$ cat src/logic/gfx_pkg.sv
package gfx_pkg;

  // Width of one stored pixel word.
  localparam int pixel_bits = 12;

  // Each colour field takes an equal share of the pixel word.
  localparam int chan_bits = pixel_bits / 3;

  typedef struct packed {
    logic [chan_bits-1:0] red;    // Most significant field.
    logic [chan_bits-1:0] green;
    logic [chan_bits-1:0] blue;   // Least significant field.
  } gfx_rgb_t;

  // The pattern stage builds colours field by field, while the memory
  // only ever sees the flat word.
  typedef union packed {
    logic [pixel_bits-1:0] raw;   // Storage view.
    gfx_rgb_t              rgb;   // Per-channel view.
  } gfx_color_u;

  // One pixel with its screen coordinates, as carried through the queue.
  typedef struct packed {
    logic [15:0] x;
    logic [15:0] y;
    gfx_color_u  color;
  } gfx_pixel_t;

  // Write request from the queue into the frame buffer.
  typedef struct packed {
    logic       valid;
    gfx_pixel_t pixel;
  } gfx_fb_wr_t;

  // Fill controller states.
  typedef enum logic [1:0] {
    idle,
    fill,
    drain
  } gfx_fill_state_t;

endpackage

$ cat src/logic/gfx_fill_ctrl.sv
`timescale 1ns/1ps

module gfx_fill_ctrl #(
  parameter int queue_depth = 4
) (
  input  logic clk,
  input  logic reset,
  input  logic start,
  input  logic last,
  input  logic credit_return,
  output logic step,
  output logic busy,
  output logic done
);

  import gfx_pkg::*;

  localparam int credit_bits = $clog2(queue_depth + 1);

  gfx_fill_state_t        state;
  logic [credit_bits-1:0] credits;        // Free queue slots seen from this side.

  // A step spends one credit, so it is only issued while one is held.
  assign step = (state == fill) && (credits != '0);
  assign busy = (state != idle);

  always_ff @(posedge clk) begin
    if (reset) begin
      state   <= idle;
      credits <= credit_bits'(queue_depth);
      done    <= 1'b0;
    end else begin
      done <= 1'b0;
      case (state)
        idle: begin
          if (start) begin
            state <= fill;
          end
        end
        fill: begin
          // Leaving fill on the final step stops any further stepping.
          if (step && last) begin
            state <= drain;
          end
        end
        drain: begin
          // All credits home means every pixel reached memory.
          if (credits == credit_bits'(queue_depth)) begin
            state <= idle;
            done  <= 1'b1;
          end
        end
        default: state <= idle;
      endcase

      // A spend and a return in the same cycle cancel out.
      if (step && !credit_return) begin
        credits <= credits - 1'b1;
      end else if (!step && credit_return) begin
        credits <= credits + 1'b1;
      end
    end
  end

endmodule

$ cat src/logic/gfx_raster_counter.sv
`timescale 1ns/1ps

module gfx_raster_counter #(
  parameter int fb_width  = 24,
  parameter int fb_height = 8
) (
  input  logic        clk,
  input  logic        reset,
  input  logic        step,
  output logic [15:0] x,
  output logic [15:0] y,
  output logic        last
);

  localparam logic [15:0] max_x = 16'(fb_width - 1);
  localparam logic [15:0] max_y = 16'(fb_height - 1);

  logic end_of_line;

  assign end_of_line = (x == max_x);
  assign last        = end_of_line && (y == max_y);   // Bottom right pixel.

  always_ff @(posedge clk) begin
    if (reset) begin
      x <= '0;
      y <= '0;
    end else if (step) begin
      if (end_of_line) begin
        x <= '0;
        // Wrap to the top after the final row.
        if (y == max_y) begin
          y <= '0;
        end else begin
          y <= y + 1'b1;
        end
      end else begin
        x <= x + 1'b1;
      end
    end
  end

endmodule

$ cat src/logic/gfx_test_pattern.sv
`timescale 1ns/1ps

module gfx_test_pattern #(
  parameter int fb_width = 24
) (
  input  logic               clk,
  input  logic               reset,
  input  logic               step,
  input  logic [15:0]        x,
  input  logic [15:0]        y,
  output gfx_pkg::gfx_pixel_t pixel,
  output logic               pix_valid
);

  import gfx_pkg::*;

  // Bar edges at one and two thirds of the line.
  localparam logic [15:0] green_start = 16'(fb_width / 3);
  localparam logic [15:0] blue_start  = 16'((2 * fb_width) / 3);

  localparam logic [chan_bits-1:0] chan_on = '1;

  gfx_color_u bar_color;

  always_comb begin
    bar_color.raw = '0;
    if (x < green_start) begin
      bar_color.rgb.red = chan_on;
    end else if (x < blue_start) begin
      bar_color.rgb.green = chan_on;
    end else begin
      bar_color.rgb.blue = chan_on;
    end
  end

  // Pixel payload is captured alongside the counter advance.
  always_ff @(posedge clk) begin
    if (step) begin
      pixel.x     <= x;
      pixel.y     <= y;
      pixel.color <= bar_color;
    end
  end

  always_ff @(posedge clk) begin
    if (reset) begin
      pix_valid <= 1'b0;
    end else begin
      pix_valid <= step;   // One pulse per stepped pixel.
    end
  end

endmodule

$ cat src/logic/gfx_write_queue.sv
`timescale 1ns/1ps

module gfx_write_queue #(
  parameter int queue_depth = 4
) (
  input  logic                clk,
  input  logic                reset,
  input  logic                push,
  input  gfx_pkg::gfx_pixel_t push_pixel,
  input  logic                rd_en,
  output logic                fb_wr_valid,
  output gfx_pkg::gfx_pixel_t fb_wr_pixel,
  output logic                credit_return
);

  import gfx_pkg::*;

  localparam int ptr_bits   = (queue_depth > 1) ? $clog2(queue_depth) : 1;
  localparam int count_bits = $clog2(queue_depth + 1);
  localparam logic [ptr_bits-1:0] last_slot = ptr_bits'(queue_depth - 1);

  gfx_pixel_t            slots [queue_depth];
  logic [ptr_bits-1:0]   wr_ptr;
  logic [ptr_bits-1:0]   rd_ptr;
  logic [count_bits-1:0] count;
  logic                  pop;

  // External reads own the memory port, so draining waits for them.
  assign pop           = (count != '0) && !rd_en;
  assign fb_wr_valid   = pop;
  assign fb_wr_pixel   = slots[rd_ptr];
  assign credit_return = pop;   // Each drained entry frees a slot.

  always_ff @(posedge clk) begin
    if (push) begin
      slots[wr_ptr] <= push_pixel;
    end
  end

  always_ff @(posedge clk) begin
    if (reset) begin
      wr_ptr <= '0;
      rd_ptr <= '0;
      count  <= '0;
    end else begin
      if (push) begin
        wr_ptr <= (wr_ptr == last_slot) ? '0 : wr_ptr + 1'b1;
      end
      if (pop) begin
        rd_ptr <= (rd_ptr == last_slot) ? '0 : rd_ptr + 1'b1;
      end
      if (push && !pop) begin
        count <= count + 1'b1;
      end else if (!push && pop) begin
        count <= count - 1'b1;
      end
    end
  end

endmodule

$ cat src/logic/gfx_framebuffer.sv
`timescale 1ns/1ps

module gfx_framebuffer #(
  parameter int fb_width  = 24,
  parameter int fb_height = 8
) (
  input  logic                clk,
  input  logic                wr_valid,
  input  gfx_pkg::gfx_pixel_t wr_pixel,
  input  logic                rd_en,
  input  logic [15:0]         rd_x,
  input  logic [15:0]         rd_y,
  output gfx_pkg::gfx_color_u rd_data
);

  import gfx_pkg::*;

  localparam int depth     = fb_width * fb_height;
  localparam int addr_bits = (depth > 1) ? $clog2(depth) : 1;

  logic [pixel_bits-1:0] mem [depth];
  logic [addr_bits-1:0]  wr_addr;
  logic [addr_bits-1:0]  rd_addr;

  // Row-major layout, one word per pixel.
  assign wr_addr = addr_bits'(wr_pixel.y * fb_width + wr_pixel.x);
  assign rd_addr = addr_bits'(rd_y * fb_width + rd_x);

  always_ff @(posedge clk) begin
    if (wr_valid) begin
      mem[wr_addr] <= wr_pixel.color.raw;
    end
  end

  // Read data appears the cycle after the request.
  always_ff @(posedge clk) begin
    if (rd_en) begin
      rd_data.raw <= mem[rd_addr];
    end
  end

endmodule

$ cat src/logic/gfx_fill_top.sv
`timescale 1ns/1ps

module gfx_fill_top #(
  parameter int fb_width    = 24,
  parameter int fb_height   = 8,
  parameter int queue_depth = 4
) (
  input  logic                clk,
  input  logic                reset,
  input  logic                start,
  input  logic                rd_en,
  input  logic [15:0]         rd_x,
  input  logic [15:0]         rd_y,
  output gfx_pkg::gfx_color_u rd_data,
  output logic                busy,
  output logic                done
);

  import gfx_pkg::*;

  logic        step;
  logic        last;
  logic        credit_return;
  logic [15:0] x;
  logic [15:0] y;
  gfx_pixel_t  pixel;
  logic        pix_valid;
  gfx_fb_wr_t  fb_wr;   // Queue output into memory.

  gfx_fill_ctrl #(.queue_depth(queue_depth)) u_ctrl (
    .clk(clk), .reset(reset), .start(start), .last(last),
    .credit_return(credit_return), .step(step), .busy(busy), .done(done)
  );

  gfx_raster_counter #(.fb_width(fb_width), .fb_height(fb_height)) u_counter (
    .clk(clk), .reset(reset), .step(step), .x(x), .y(y), .last(last)
  );

  gfx_test_pattern #(.fb_width(fb_width)) u_pattern (
    .clk(clk), .reset(reset), .step(step), .x(x), .y(y),
    .pixel(pixel), .pix_valid(pix_valid)
  );

  gfx_write_queue #(.queue_depth(queue_depth)) u_queue (
    .clk(clk), .reset(reset), .push(pix_valid), .push_pixel(pixel), .rd_en(rd_en),
    .fb_wr_valid(fb_wr.valid), .fb_wr_pixel(fb_wr.pixel),
    .credit_return(credit_return)
  );

  gfx_framebuffer #(.fb_width(fb_width), .fb_height(fb_height)) u_fb (
    .clk(clk), .wr_valid(fb_wr.valid), .wr_pixel(fb_wr.pixel),
    .rd_en(rd_en), .rd_x(rd_x), .rd_y(rd_y), .rd_data(rd_data)
  );

endmodule

$ cat config.mk
export PLATFORM = sky130hd
export DESIGN_NAME = gfx_fill_top
export DESIGN_NICKNAME = d
export VERILOG_FILES = /design/src/logic/gfx_pkg.sv /design/src/logic/gfx_fill_ctrl.sv /design/src/logic/gfx_raster_counter.sv /design/src/logic/gfx_test_pattern.sv /design/src/logic/gfx_write_queue.sv /design/src/logic/gfx_framebuffer.sv /design/src/logic/gfx_fill_top.sv
export SDC_FILE = /design/constraint.sdc
export NUM_CORES = 1
export LEC_CHECK = 0
export BUFFER_PORTS_ARGS = -buffer_cell sky130_fd_sc_hd__buf_2
export CAP_MARGIN = 20
export CORE_AREA = 2 2 281 213
export CTS_BUF_LIST = sky130_fd_sc_hd__clkbuf_8 sky130_fd_sc_hd__clkbuf_16
export CTS_CLUSTER_SIZE = 14
export DETAILED_ROUTE_END_ITERATION = 6
export DIE_AREA = 0 0 283 215
export PLACE_DENSITY = 0.65
export SETUP_SLACK_MARGIN = 0.02
export SLEW_MARGIN = 20
export SYNTH_ARGS = -nofsm -noshare
export SYNTH_HDL_FRONTEND = slang
export SYNTH_SLANG_ARGS = --single-unit
$ cat constraint.sdc
create_clock -name clk -period 5 [get_ports clk]
set_input_delay 0.25 -clock clk [delete_from_list [all_inputs] [get_ports clk]]
set_output_delay 0.25 -clock clk [all_outputs]
set_load 0.01 [all_outputs]
# Word level (Yosys, flattened, before mapping)
# Memory sizes are Yosys's and may differ from the RTL's. A register that Yosys moved wholly into a read port is not among the register bits.
# Cells that the tools add are included.
classes:
  order_cmp: 2
  n_bitwise: 1
  reduce_logical: 21
  multipliers: 2
  eq_ne: 10
  mux: 22
  addsub: 10
op_table:
  columns: ["op", "n"]
  rows:
  - ["$add 16x1->16 const B", 2]
  - ["$mul 16x2->5 const B", 2]
  - ["$mux 16", 2]
  - ["$add 8x8->8", 2]
  - ["$eq 16x3->1 const B", 1]
  - ["$eq 16x5->1 const B", 1]
  - ["$lt 16x4->1 const B", 1]
  - ["$lt 16x5->1 const B", 1]
  - ["$mux 2", 7]
  - ["$mux 3", 4]
  - ["$mux 4", 3]
  - ["$logic_and 1x1->1", 8]
  - ["$add 3x1->3 const B", 2]
  - ["$eq 2x2->1 const B", 3]
  - ["$pmux 2 s3", 1]
  - ["$reduce_bool 2->1", 3]
  - ["$reduce_bool 3->1", 2]
  - ["$sub 3x1->3 const B", 2]
  - ["$mux 1", 5]
  - ["$add 2x1->2 const B", 2]
  - ["$logic_not 1->1", 4]
  - ["$ne 2x2->1 const B", 2]
  - ["$eq 3x3->1 const B", 1]
  - ["$reduce_and 3->1", 1]
  - ["other kinds (6)", 6]
word_totals:
  inputBits: 36
  regBits: 90
  ram_bits: 2480
  elab_cells: 83
  mem_count: 2
mem_list:
  columns: ["memory", "depth", "width", "read_ports", "rd_clocked_by_memory_dff", "wr", "line", "source"]
  rows:
  - ["u_fb.mem", 192, 12, 1, 1, 1, "gfx_framebuffer.sv:21", "logic [pixel_bits-1:0] mem [depth];"]
  - ["u_queue.slots", 4, 44, 1, 1, 1, "gfx_write_queue.sv:22", "gfx_pixel_t slots [queue_depth];"]

# Logic depth before layout (Yosys ltp)
# Gate-level depths: netlist (run 1).
depth:
  word_depth: 6
  depth_mapped: 13

# By module
# From an unflattened synthesis (run 1), not the netlist that was laid out.
hier_totals:
  cells_unflattened: 4800
  hier_area_um2: 99805.7
modules_own_cells:
  columns: ["mod", "n_inst", "area_per_inst_um2", "cells_per_inst", "seq_area_each_um2"]
  rows:
  - ["gfx_framebuffer", 1, 89828.7, 4243, 69546.7]
  - ["gfx_write_queue", 1, 6861.6, 276, 5465.2]
  - ["gfx_raster_counter", 1, 1634.1, 195, 640.6]
  - ["gfx_test_pattern", 1, 1193.6, 53, 1071.0]
  - ["gfx_fill_ctrl", 1, 287.8, 33, 120.1]

# Worst setup path before layout (run 1)
# Ideal clock, no wire load.
synth_timing:
  kind: "register to register"
  from: "register with a tool-made name"
  to: "memory u_fb.mem[108][10] (enable)"
  synth_period_minus_slack_ps: 4368
  path_stages_with_launch: 13
  setup_slack_ps: 632
  t_arrival_ps: 4049
  setup_time_ps: 319
  path_cell_list: "dfxtp_1 > buf_6 > buf_1 > mux4_2 > ha_1 > fa_1 > ha_1 > a21o_1 > a21oi_1 > xor2_4 > nand3_1 > buf_2 > nor2_1"
synth_lines:
  columns: ["element", "line"]
  rows:
  - ["end: declaration", "gfx_framebuffer.sv:21"]

==> results of run 1 <==
[sequential cells by signal, summed over array words and instances (netlist names), 3 cells and up, named ones only]
name             flops
u_counter.x         16
u_counter.y         16
u_ctrl.credits       3
u_fb.mem           576
u_fb.rd_data         3
u_pattern.pixel     16
u_queue.count        3
u_queue.slots       64
[critical path, delay by kind of cell (launching register included)]
family / cells / cell delay (ps)
AOI/OAI and AO/OA: 2 / 610
xor gates and xnor gates: 1 / 250
adders and majority gates: 3 / 1080
DFF: 1 / 440
muxes: 1 / 590
and+or+nand+nor: 2 / 1080
[logic make-up (layout without fill, tap and decap cells)]
logic type | Yosys count | in the layout | share of synthesized area
AOI/OAI and AO/OA | 99 | 99 | 0.02351
buffers and inverters | 118 | 223 | 0.02073
adders and majority gates | 29 | 29 | 0.01417
DFF | 707 | 707 | 0.7207
and+or+nand+nor | 413 | 413 | 0.06262
muxes | 235 | 235 | 0.1409
xor gates and xnor gates | 53 | 53 | 0.01730
[cells in the final DEF, fill, tap and decap left out, types with 4 or more instances in the layout]
cell type / Yosys / final
sky130_fd_sc_hd__dfxtp_1: 48 / 48
sky130_fd_sc_hd__edfxtp_1: 659 / 659
sky130_fd_sc_hd__o21ai_0: 4 / 4
sky130_fd_sc_hd__nor4_1: 8 / 8
sky130_fd_sc_hd__buf_4: 25 / 40
sky130_fd_sc_hd__clkbuf_16: 0 / 71
sky130_fd_sc_hd__xor2_1: 26 / 26
sky130_fd_sc_hd__and4_1: 4 / 4
sky130_fd_sc_hd__clkinv_1: 0 / 12
sky130_fd_sc_hd__nand3_1: 31 / 31
sky130_fd_sc_hd__a22oi_1: 47 / 47
sky130_fd_sc_hd__ha_1: 23 / 22
sky130_fd_sc_hd__nor3_1: 17 / 16
sky130_fd_sc_hd__a2111oi_0: 4 / 4
sky130_fd_sc_hd__buf_2: 30 / 28
sky130_fd_sc_hd__a21o_1: 7 / 7
sky130_fd_sc_hd__and3_1: 8 / 8
sky130_fd_sc_hd__inv_1: 24 / 39
sky130_fd_sc_hd__and2_1: 9 / 9
sky130_fd_sc_hd__nand2_1: 43 / 43
sky130_fd_sc_hd__clkinv_2: 0 / 13
sky130_fd_sc_hd__nor2b_1: 13 / 11
sky130_fd_sc_hd__fa_1: 6 / 6
sky130_fd_sc_hd__xnor2_1: 25 / 25
sky130_fd_sc_hd__nor2_1: 254 / 254
sky130_fd_sc_hd__nand2b_1: 4 / 4
sky130_fd_sc_hd__mux4_2: 136 / 133
sky130_fd_sc_hd__a21oi_1: 27 / 27
sky130_fd_sc_hd__mux2i_1: 96 / 96
sky130_fd_sc_hd__nand4_1: 11 / 11
[final timing paths]
check,cells after the start,slack [ps],end
setup / recovery,9,610,u_fb.mem[152][3]
hold / removal,4,440,u_ctrl.state[0]
setup reg to reg,9,610,u_fb.mem[152][3]
hold reg to reg,2,500,u_queue.count[2]
[cell type report]
cell class              instances  area share
flip-flops and latches        707      0.6483
multi-input cells             829      0.2335
clock buffers                  73     0.05637
well taps                     790     0.03088
repair buffers                 78     0.01912
clock inverters                48    0.009030
inverters                      24    0.002815
[per-layer routing]
| layer | share of wire | vias up | track usage |
|---|---|---|---|
| met1 | 0.44 | 7716 | 0.3206 |
| met3 | 0.095 | 109 | 0.05722 |
| li1 | - | 6545 | - |
| met4 | 0.025 | 0 | 0.06383 |
| met5 | 0 | - | 0 |
| met2 | 0.44 | 690 | 0.3138 |
[where the power goes]
part	internal [W]	switching (W)
Clock	0.00271	0.00218
Combinational	0.000821	0.00193
Sequential	0.00693	0.0000742
[stage by stage]
stage / utilization / instance area [um^2] / power (W)
3_3_place_gp: 0.5118 / 29830 / 0.009809
4_1_cts: 0.5482 / 31950 / 0.01472
6_report: 0.5491 / 32010 / 0.01465
5_1_grt: 0.5491 / 32010 / 0.01520
2_1_floorplan: - / 28790 / 0.008917
3_5_place_dp: 0.5118 / 29830 / 0.009870
[repair_timing]
item,in CTS,in global routing
endpoints found under the setup margin,0,0
hold buffers,3,0
hold endpoints to repair,6,0
==> flow_results.org, run 1 <==
** Setup path
- The largest single stage delay on the critical path is 590 ps.
- Worst EP required :: 5270 ps
- The largest individual stage delay along the critical path comes from the cell sky130_fd_sc_hd__mux4_2.
- Crit-path cells :: mux4_2 > ha_1 > fa_1 > ha_1 > a21o_1 > a21oi_1 > xnor2_1 > nand3_1 > nor2_1
- Max FO, Critical Path :: 16
- STA classifies the critical path startpoint as a flop.
- Worst Setup Path Type :: reg2reg
- For the worst setup path, the data arrival time is 4660 ps.
- Kind of capture point of the worst setup path :: flop
- Most Frequent Cell on Critical Path :: sky130_fd_sc_hd__ha_1

** Drt
- After detailed routing, the total wire length is 64650 um.
- The detailed router placed 15060 vias in this run.
- After detailed routing, the average wire length per cell comes to 25.36 um.
- Dividing the detail-routed via count by the number of cells gives 5.908.
- DRC violation count after routing :: 0
- DR pass1 iterations :: 6
- Number of DRC markers in iteration 0 :: 2008
- Detail Route Antenna Nets :: 0

** Timing
- Final number of hold-violating endpoints :: 0
- Final number of setup-violating endpoints :: 0
- Post-route worst hold slack :: 443.5 ps
- The worst path in the final design needs a cycle of 4392 ps, including I/O delays and setup.
- Clk_skew :: 18.77 ps
- The max-slew violation count came to 0.
- Across all setup checks in the final design, the least slack found is 607.6 ps.
- Unrepaired setup endpoints after global routing :: no
- In the finished design, the share of the clock period the worst path needs comes to 0.8785.
- Measured slew at the worst slew-check pin :: 1171 ps
- Headroom to the max-slew limit came out at 0.2176.
- Static timing analysis puts the maximum clock frequency at 0.2277 GHz.
- In the final timing run, aggregate negative setup slack is 0 ps.

** GRT
- Entering global routing, the biggest net connects 112 pins.
- In the global route stage, overall resource usage came out at 0.2155.
- Antenna violations before repair :: 0
- Residual overflow from global routing :: 0
- The via count of the first global-routing pass was 14880.
- The first global-routing pass estimated 96770 um of wire.

** Final layout
- At the end of the flow, the number of nets in the layout was 1773.
- Registers take 20750 um^2.
- Summing all multi-input logic gate instances after layout gives 7473 um^2.
- Number of antenna cells inserted :: 0
- For this run, the number of standard cells in the final layout without fillers is 2549.
- The area growth from synthesis to layout is 11.17%.
- Share of final-layout standard cells stronger than drive strength 1 :: 0.1814
- Fill count :: 4457

** Job
- Number of violations of the max-capacitance limit :: 0

** Yosys
- In this run the mean area of a mapped cell was 17.41 um^2.
- Prevailing post-synth register cell :: sky130_fd_sc_hd__edfxtp_1
- The synthesized netlist contains 49 unique library cells.
- Area share of the largest cell type after synthesis :: 0.6874
- Number of synthesis warnings :: 0
- Sequential-to-total area share from yosys stat :: 0.7207
- sky130_fd_sc_hd__edfxtp_1 takes more of the synthesized area than any other cell.
- Top cells by instance count after synthesis :: 659 x sky130_fd_sc_hd__edfxtp_1, 254 x sky130_fd_sc_hd__nor2_1, 136 x sky130_fd_sc_hd__mux4_2, 96 x sky130_fd_sc_hd__mux2i_1, 48 x sky130_fd_sc_hd__dfxtp_1
- Register bit total from synthesis :: 707
- Syn_nets :: 1719
- Synthesized area :: 28790 um^2
- Number of instances in the synthesized netlist :: 1654
- After synthesis, the share of flip-flops with an asynchronous set or reset is 0.
- After synthesis, the cell types taking the most area are sky130_fd_sc_hd__edfxtp_1 69%, sky130_fd_sc_hd__mux4_2 11%, sky130_fd_sc_hd__dfxtp_1 3.3%.
- Most common cell in the synthesized netlist :: sky130_fd_sc_hd__edfxtp_1
- Count of flip-flops with a built-in enable after synthesis :: 659

** CTS
- Clock root buffer :: sky130_fd_sc_hd__clkbuf_16
- The later pin in the worst-skew pair is clocked with a latency of 620 ps.
- H-tree Lvls :: 3
- The longest clock path from root to sink contains 3 buffers.
- TritonCTS clock tree :: done
- In this run, CTS created clock tree buffers numbering 68.
- The clock net in this run drives a total of 707 sinks.
- Post-CTS repair timing setup buffer count :: 0
- Once the clock tree was built, the resizer swapped 0 gates to a different size.
- CTS clk-pin slew, worst paths :: 70 ps

** Pwr
- In this run the static leakage power is 10.30 nW.
- Total power density per cell area :: 457.7 nW/um^2
- Worst ir drop on vdd :: 0.3043 mV

** Floorplanning
- From bottom edge to top edge, the die measures 215 um.
- Area enclosed by the die boundary :: 60850 um^2
- I/O pins :: 50
- Horizontal die dimension :: 283 um
- For this configuration, the core starts out at a cell density of 0.4939.
- Core area :: 58290 um^2
- Number of standard-cell rows in the floorplan :: 77

** Placement
- OpenSTA, run right after detailed placement, puts the worst setup slack at 573.4 ps.
- Detail Placement HPWL :: 39100 um
- The congestion estimate from routability-driven global placement came to 0.8383.
- In this run the tool buffered the top-level ports with 30 buffer cells.
- After detailed placement, the design holds a cell count of 2423.

** Run status
- Result of the run :: complete, no violations

** Min path
- Path category of the worst min-delay check :: in2reg
- In this run the most critical hold path is launched from start.
No activity file was read; power rests on OpenSTA's default activity.
==> run 2: changes to the inputs <==
Settings changed: RECOVER_POWER from default to 50.
==> run 2 against run 1 <==
  * The flow now finishes with violations (capacitance limit, slew limit)
  * Hold slack gained 2.7 ps
  * Critical path depth shrank 5
  * Maximum frequency shrank 0.28%
  * Global-route usage is the same
  * First-iteration DRC count grew 2.1%
  * Setup slack lost 12 ps
  * Sequential power is essentially flat
  * Register-to-register slack is essentially flat
  * Largest power group unchanged
==> flow_results.org, run 2 (same netlist as run 1, synthesis figures left out) <==
** Timing
- The final count of hold timing violations was 0.
- Measured slew at the worst slew-check pin :: 2914 ps
- Unrepaired setup endpoints after global routing :: no
- Subtracting the final worst setup slack from the clock period gives 4405 ps.
- Fmax achieved :: 0.2270 GHz
- Across all setup checks in the final design, the least slack found is 595.5 ps.
- Clk_skew :: 16.10 ps
- Final number of setup-violating endpoints :: 0
- Headroom to the max-slew limit came out at -0.9424.
- The max-slew violation count is 309.
- Final critical-path share of the clock period :: 0.8809
- Setup TNS :: 0 ps

** Drt
- Total wirelength of the detailed-routed design :: 64680 um
- In the routed layout, each cell is associated on average with a via count of 5.911.
- The routed layout has 15070 vias.
- Detail Route Antenna Nets :: 0
- For this run, design rule violations remaining after detail routing come to 0.
- The first routing iteration left 2051 violations.
- DR pass1 iterations :: 5
- Dividing the detail-routed wire length by the instance count gives 25.37 um.

** Floorplanning
- The die is 215 um tall.
- Number of standard-cell rows in the floorplan :: 77
- Core area :: 58290 um^2
- Horizontal die dimension :: 283 um
- The die covers 60850 um^2.
- I/O pins :: 50
- For this configuration, the core starts out at a cell density of 0.4939.

** Pwr
- Of the total power, the share spent switching nets is 0.2860.
- Cell internal pwr :: 0.01044 W
- Leakage power :: 10.22 nW
- Summed over all nets, the switching power comes to 0.004183 W.
- Part of the total power dissipated in the clock network :: 0.334
- Total power density per cell area :: 458.3 nW/um^2
- Worst ir drop on vdd :: 0.3041 mV
- Pwr Total :: 0.01463 W
- The share of total power dissipated in sequential elements is 0.480.
- Of the total power, combinational logic draws 0.185.

** CTS
- Clock buffers created by TritonCTS :: 68
- The H-tree was split into 3 levels.
- TritonCTS built the clock tree.
- The tree built by TritonCTS fans out to 707 sinks.
- CTS clk-pin slew, worst paths :: 70 ps
- The clock passes through at most 3 buffers.
- In this run, post-CTS hold repair placed 3 buffers.
- Cts repair resizes :: 0
- The cell sitting at the root of the clock tree is a sky130_fd_sc_hd__clkbuf_16.
- Post-CTS timing repair inserted 0 buffers for setup.
- Clk Latency, worst-skew pair :: 610 ps

** GRT
- For this run, the total global-route usage over all layers was measured as 0.2155.
- Number of global-route vias before repair :: 14880
- Entering global routing, the biggest net connects 112 pins.
- Summed over all layers, the global routing overflow is 0.
- The first global-routing pass estimated 96770 um of wire.
- The number of antenna violations at the first check in global routing was 0.

** Final layout
- In the final layout, the share of cells above drive strength 1 is 0.1688.
- The largest registers in the layout are u_fb.mem: 576 flops, u_queue.slots: 64 flops.
- After the flow finishes, the layout carries non-filler instances totaling 2549.
- The register with the most flip-flops in the layout has 576 of them.
- Layout Area Growth over Synthesis :: 10.85%
- u_fb.mem holds more flip-flops than any other register.
- In the layout the commonest cells are 659 x sky130_fd_sc_hd__edfxtp_1, 254 x sky130_fd_sc_hd__nor2_1, 135 x sky130_fd_sc_hd__mux4_2.
- 0 antenna diodes ended up in the layout.
- Post-route design area :: 31910 um^2
- After the last flow step, the layout net total stands at 1773.
- Most frequent standard cell in the layout excluding fill and tap cells :: sky130_fd_sc_hd__edfxtp_1

** Setup path
- The critical path is of the reg2reg type.
- STA classifies the critical path endpoint as a flop.
- Of all nets on the critical path, the largest fanout is 67.
- Data on the critical path is required at its endpoint by 5390 ps.
- At the worst endpoint, the arrival time is 4790 ps.
- STA classifies the critical path startpoint as a flop.

** Run status
- Result of the run :: finished with violations
- The final reports fail on capacitance limit, slew limit.

** Placement
- Once placement finished, the instance area stood at 29830 um^2.
- Detail Placement HPWL :: 39100 um
- Once placement completed, the tool counted placed cells totaling 2423.
- The congestion estimate from routability-driven global placement came to 0.8383.
- Worst setup slack before clock tree synthesis :: 573.4 ps
- Count of buffers inserted at the top-level ports :: 30

** Job
- Number of violations of the max-capacitance limit :: 4

** Min path
- Path category of the worst min-delay check :: in2reg
==> run 2: changes by cell type in the layout (fill, tap and decap cells not counted), sizes merged <==
cell	before	now
buf	75	54
clkbuf	73	93
dlymetal6s2s	0	1
==> run 2: worst paths after layout <==
check,startpoint,endpoint,slack [ps],cells past startpoint
setup / recovery,flop,u_fb.mem[105][10],600,4
hold / removal,start,u_ctrl.state[0],450,4
setup reg to reg,flop,u_fb.mem[105][10],600,4
hold reg to reg,u_queue.count[2],u_queue.count[2],500,2
==> run 2: area by class of cell <==
| class | count | area (um^2) |
|---|---|---|
| Clock buffer | 73 | 1804 |
| Clock inverter | 48 | 289.0 |
| Fill cell | 4476 | 26370 |
| Inverter | 24 | 90.09 |
| Multi-Input combinational cell | 829 | 7463 |
| Sequential cell | 707 | 20750 |
| Tap cell | 790 | 988.4 |
| Timing Repair Buffer | 78 | 528.0 |
==> run 2: power by group through the flow <==
stage               clock (W)  combinational [W]  sequential [W]
detailed placement          0            0.00274         0.00713
global route          0.00519            0.00295         0.00704
CTS                   0.00497            0.00274         0.00701
floorplan                   0            0.00178         0.00714
global placement            0            0.00268         0.00713
finish                0.00489            0.00271         0.00703
==> run 2: critical path, stage by stage, from the launching register on <==
cell,delay [ps]
sky130_fd_sc_hd__dfxtp_1,440
sky130_fd_sc_hd__buf_4,320
sky130_fd_sc_hd__mux4_4,640
sky130_fd_sc_hd__clkbuf_1,2090
sky130_fd_sc_hd__buf_4,600
==> run 2: routing by layer <==
metal / global-route usage / wire, um
met1: 0.3206 / 27980
met2: 0.3138 / 28800
met3: 0.05722 / 6254
met4: 0.06383 / 1641
met5: 0 / 0
==> run 2: per-stage QoR <==
stage | utilization | hold WS, ps
floorplan | - | 362.5
global placement | 0.5118 | 468.6
detailed placement | 0.5118 | 485.1
CTS | 0.5482 | 407.7
global route | 0.5475 | 459.7
finish | 0.5475 | 446.2
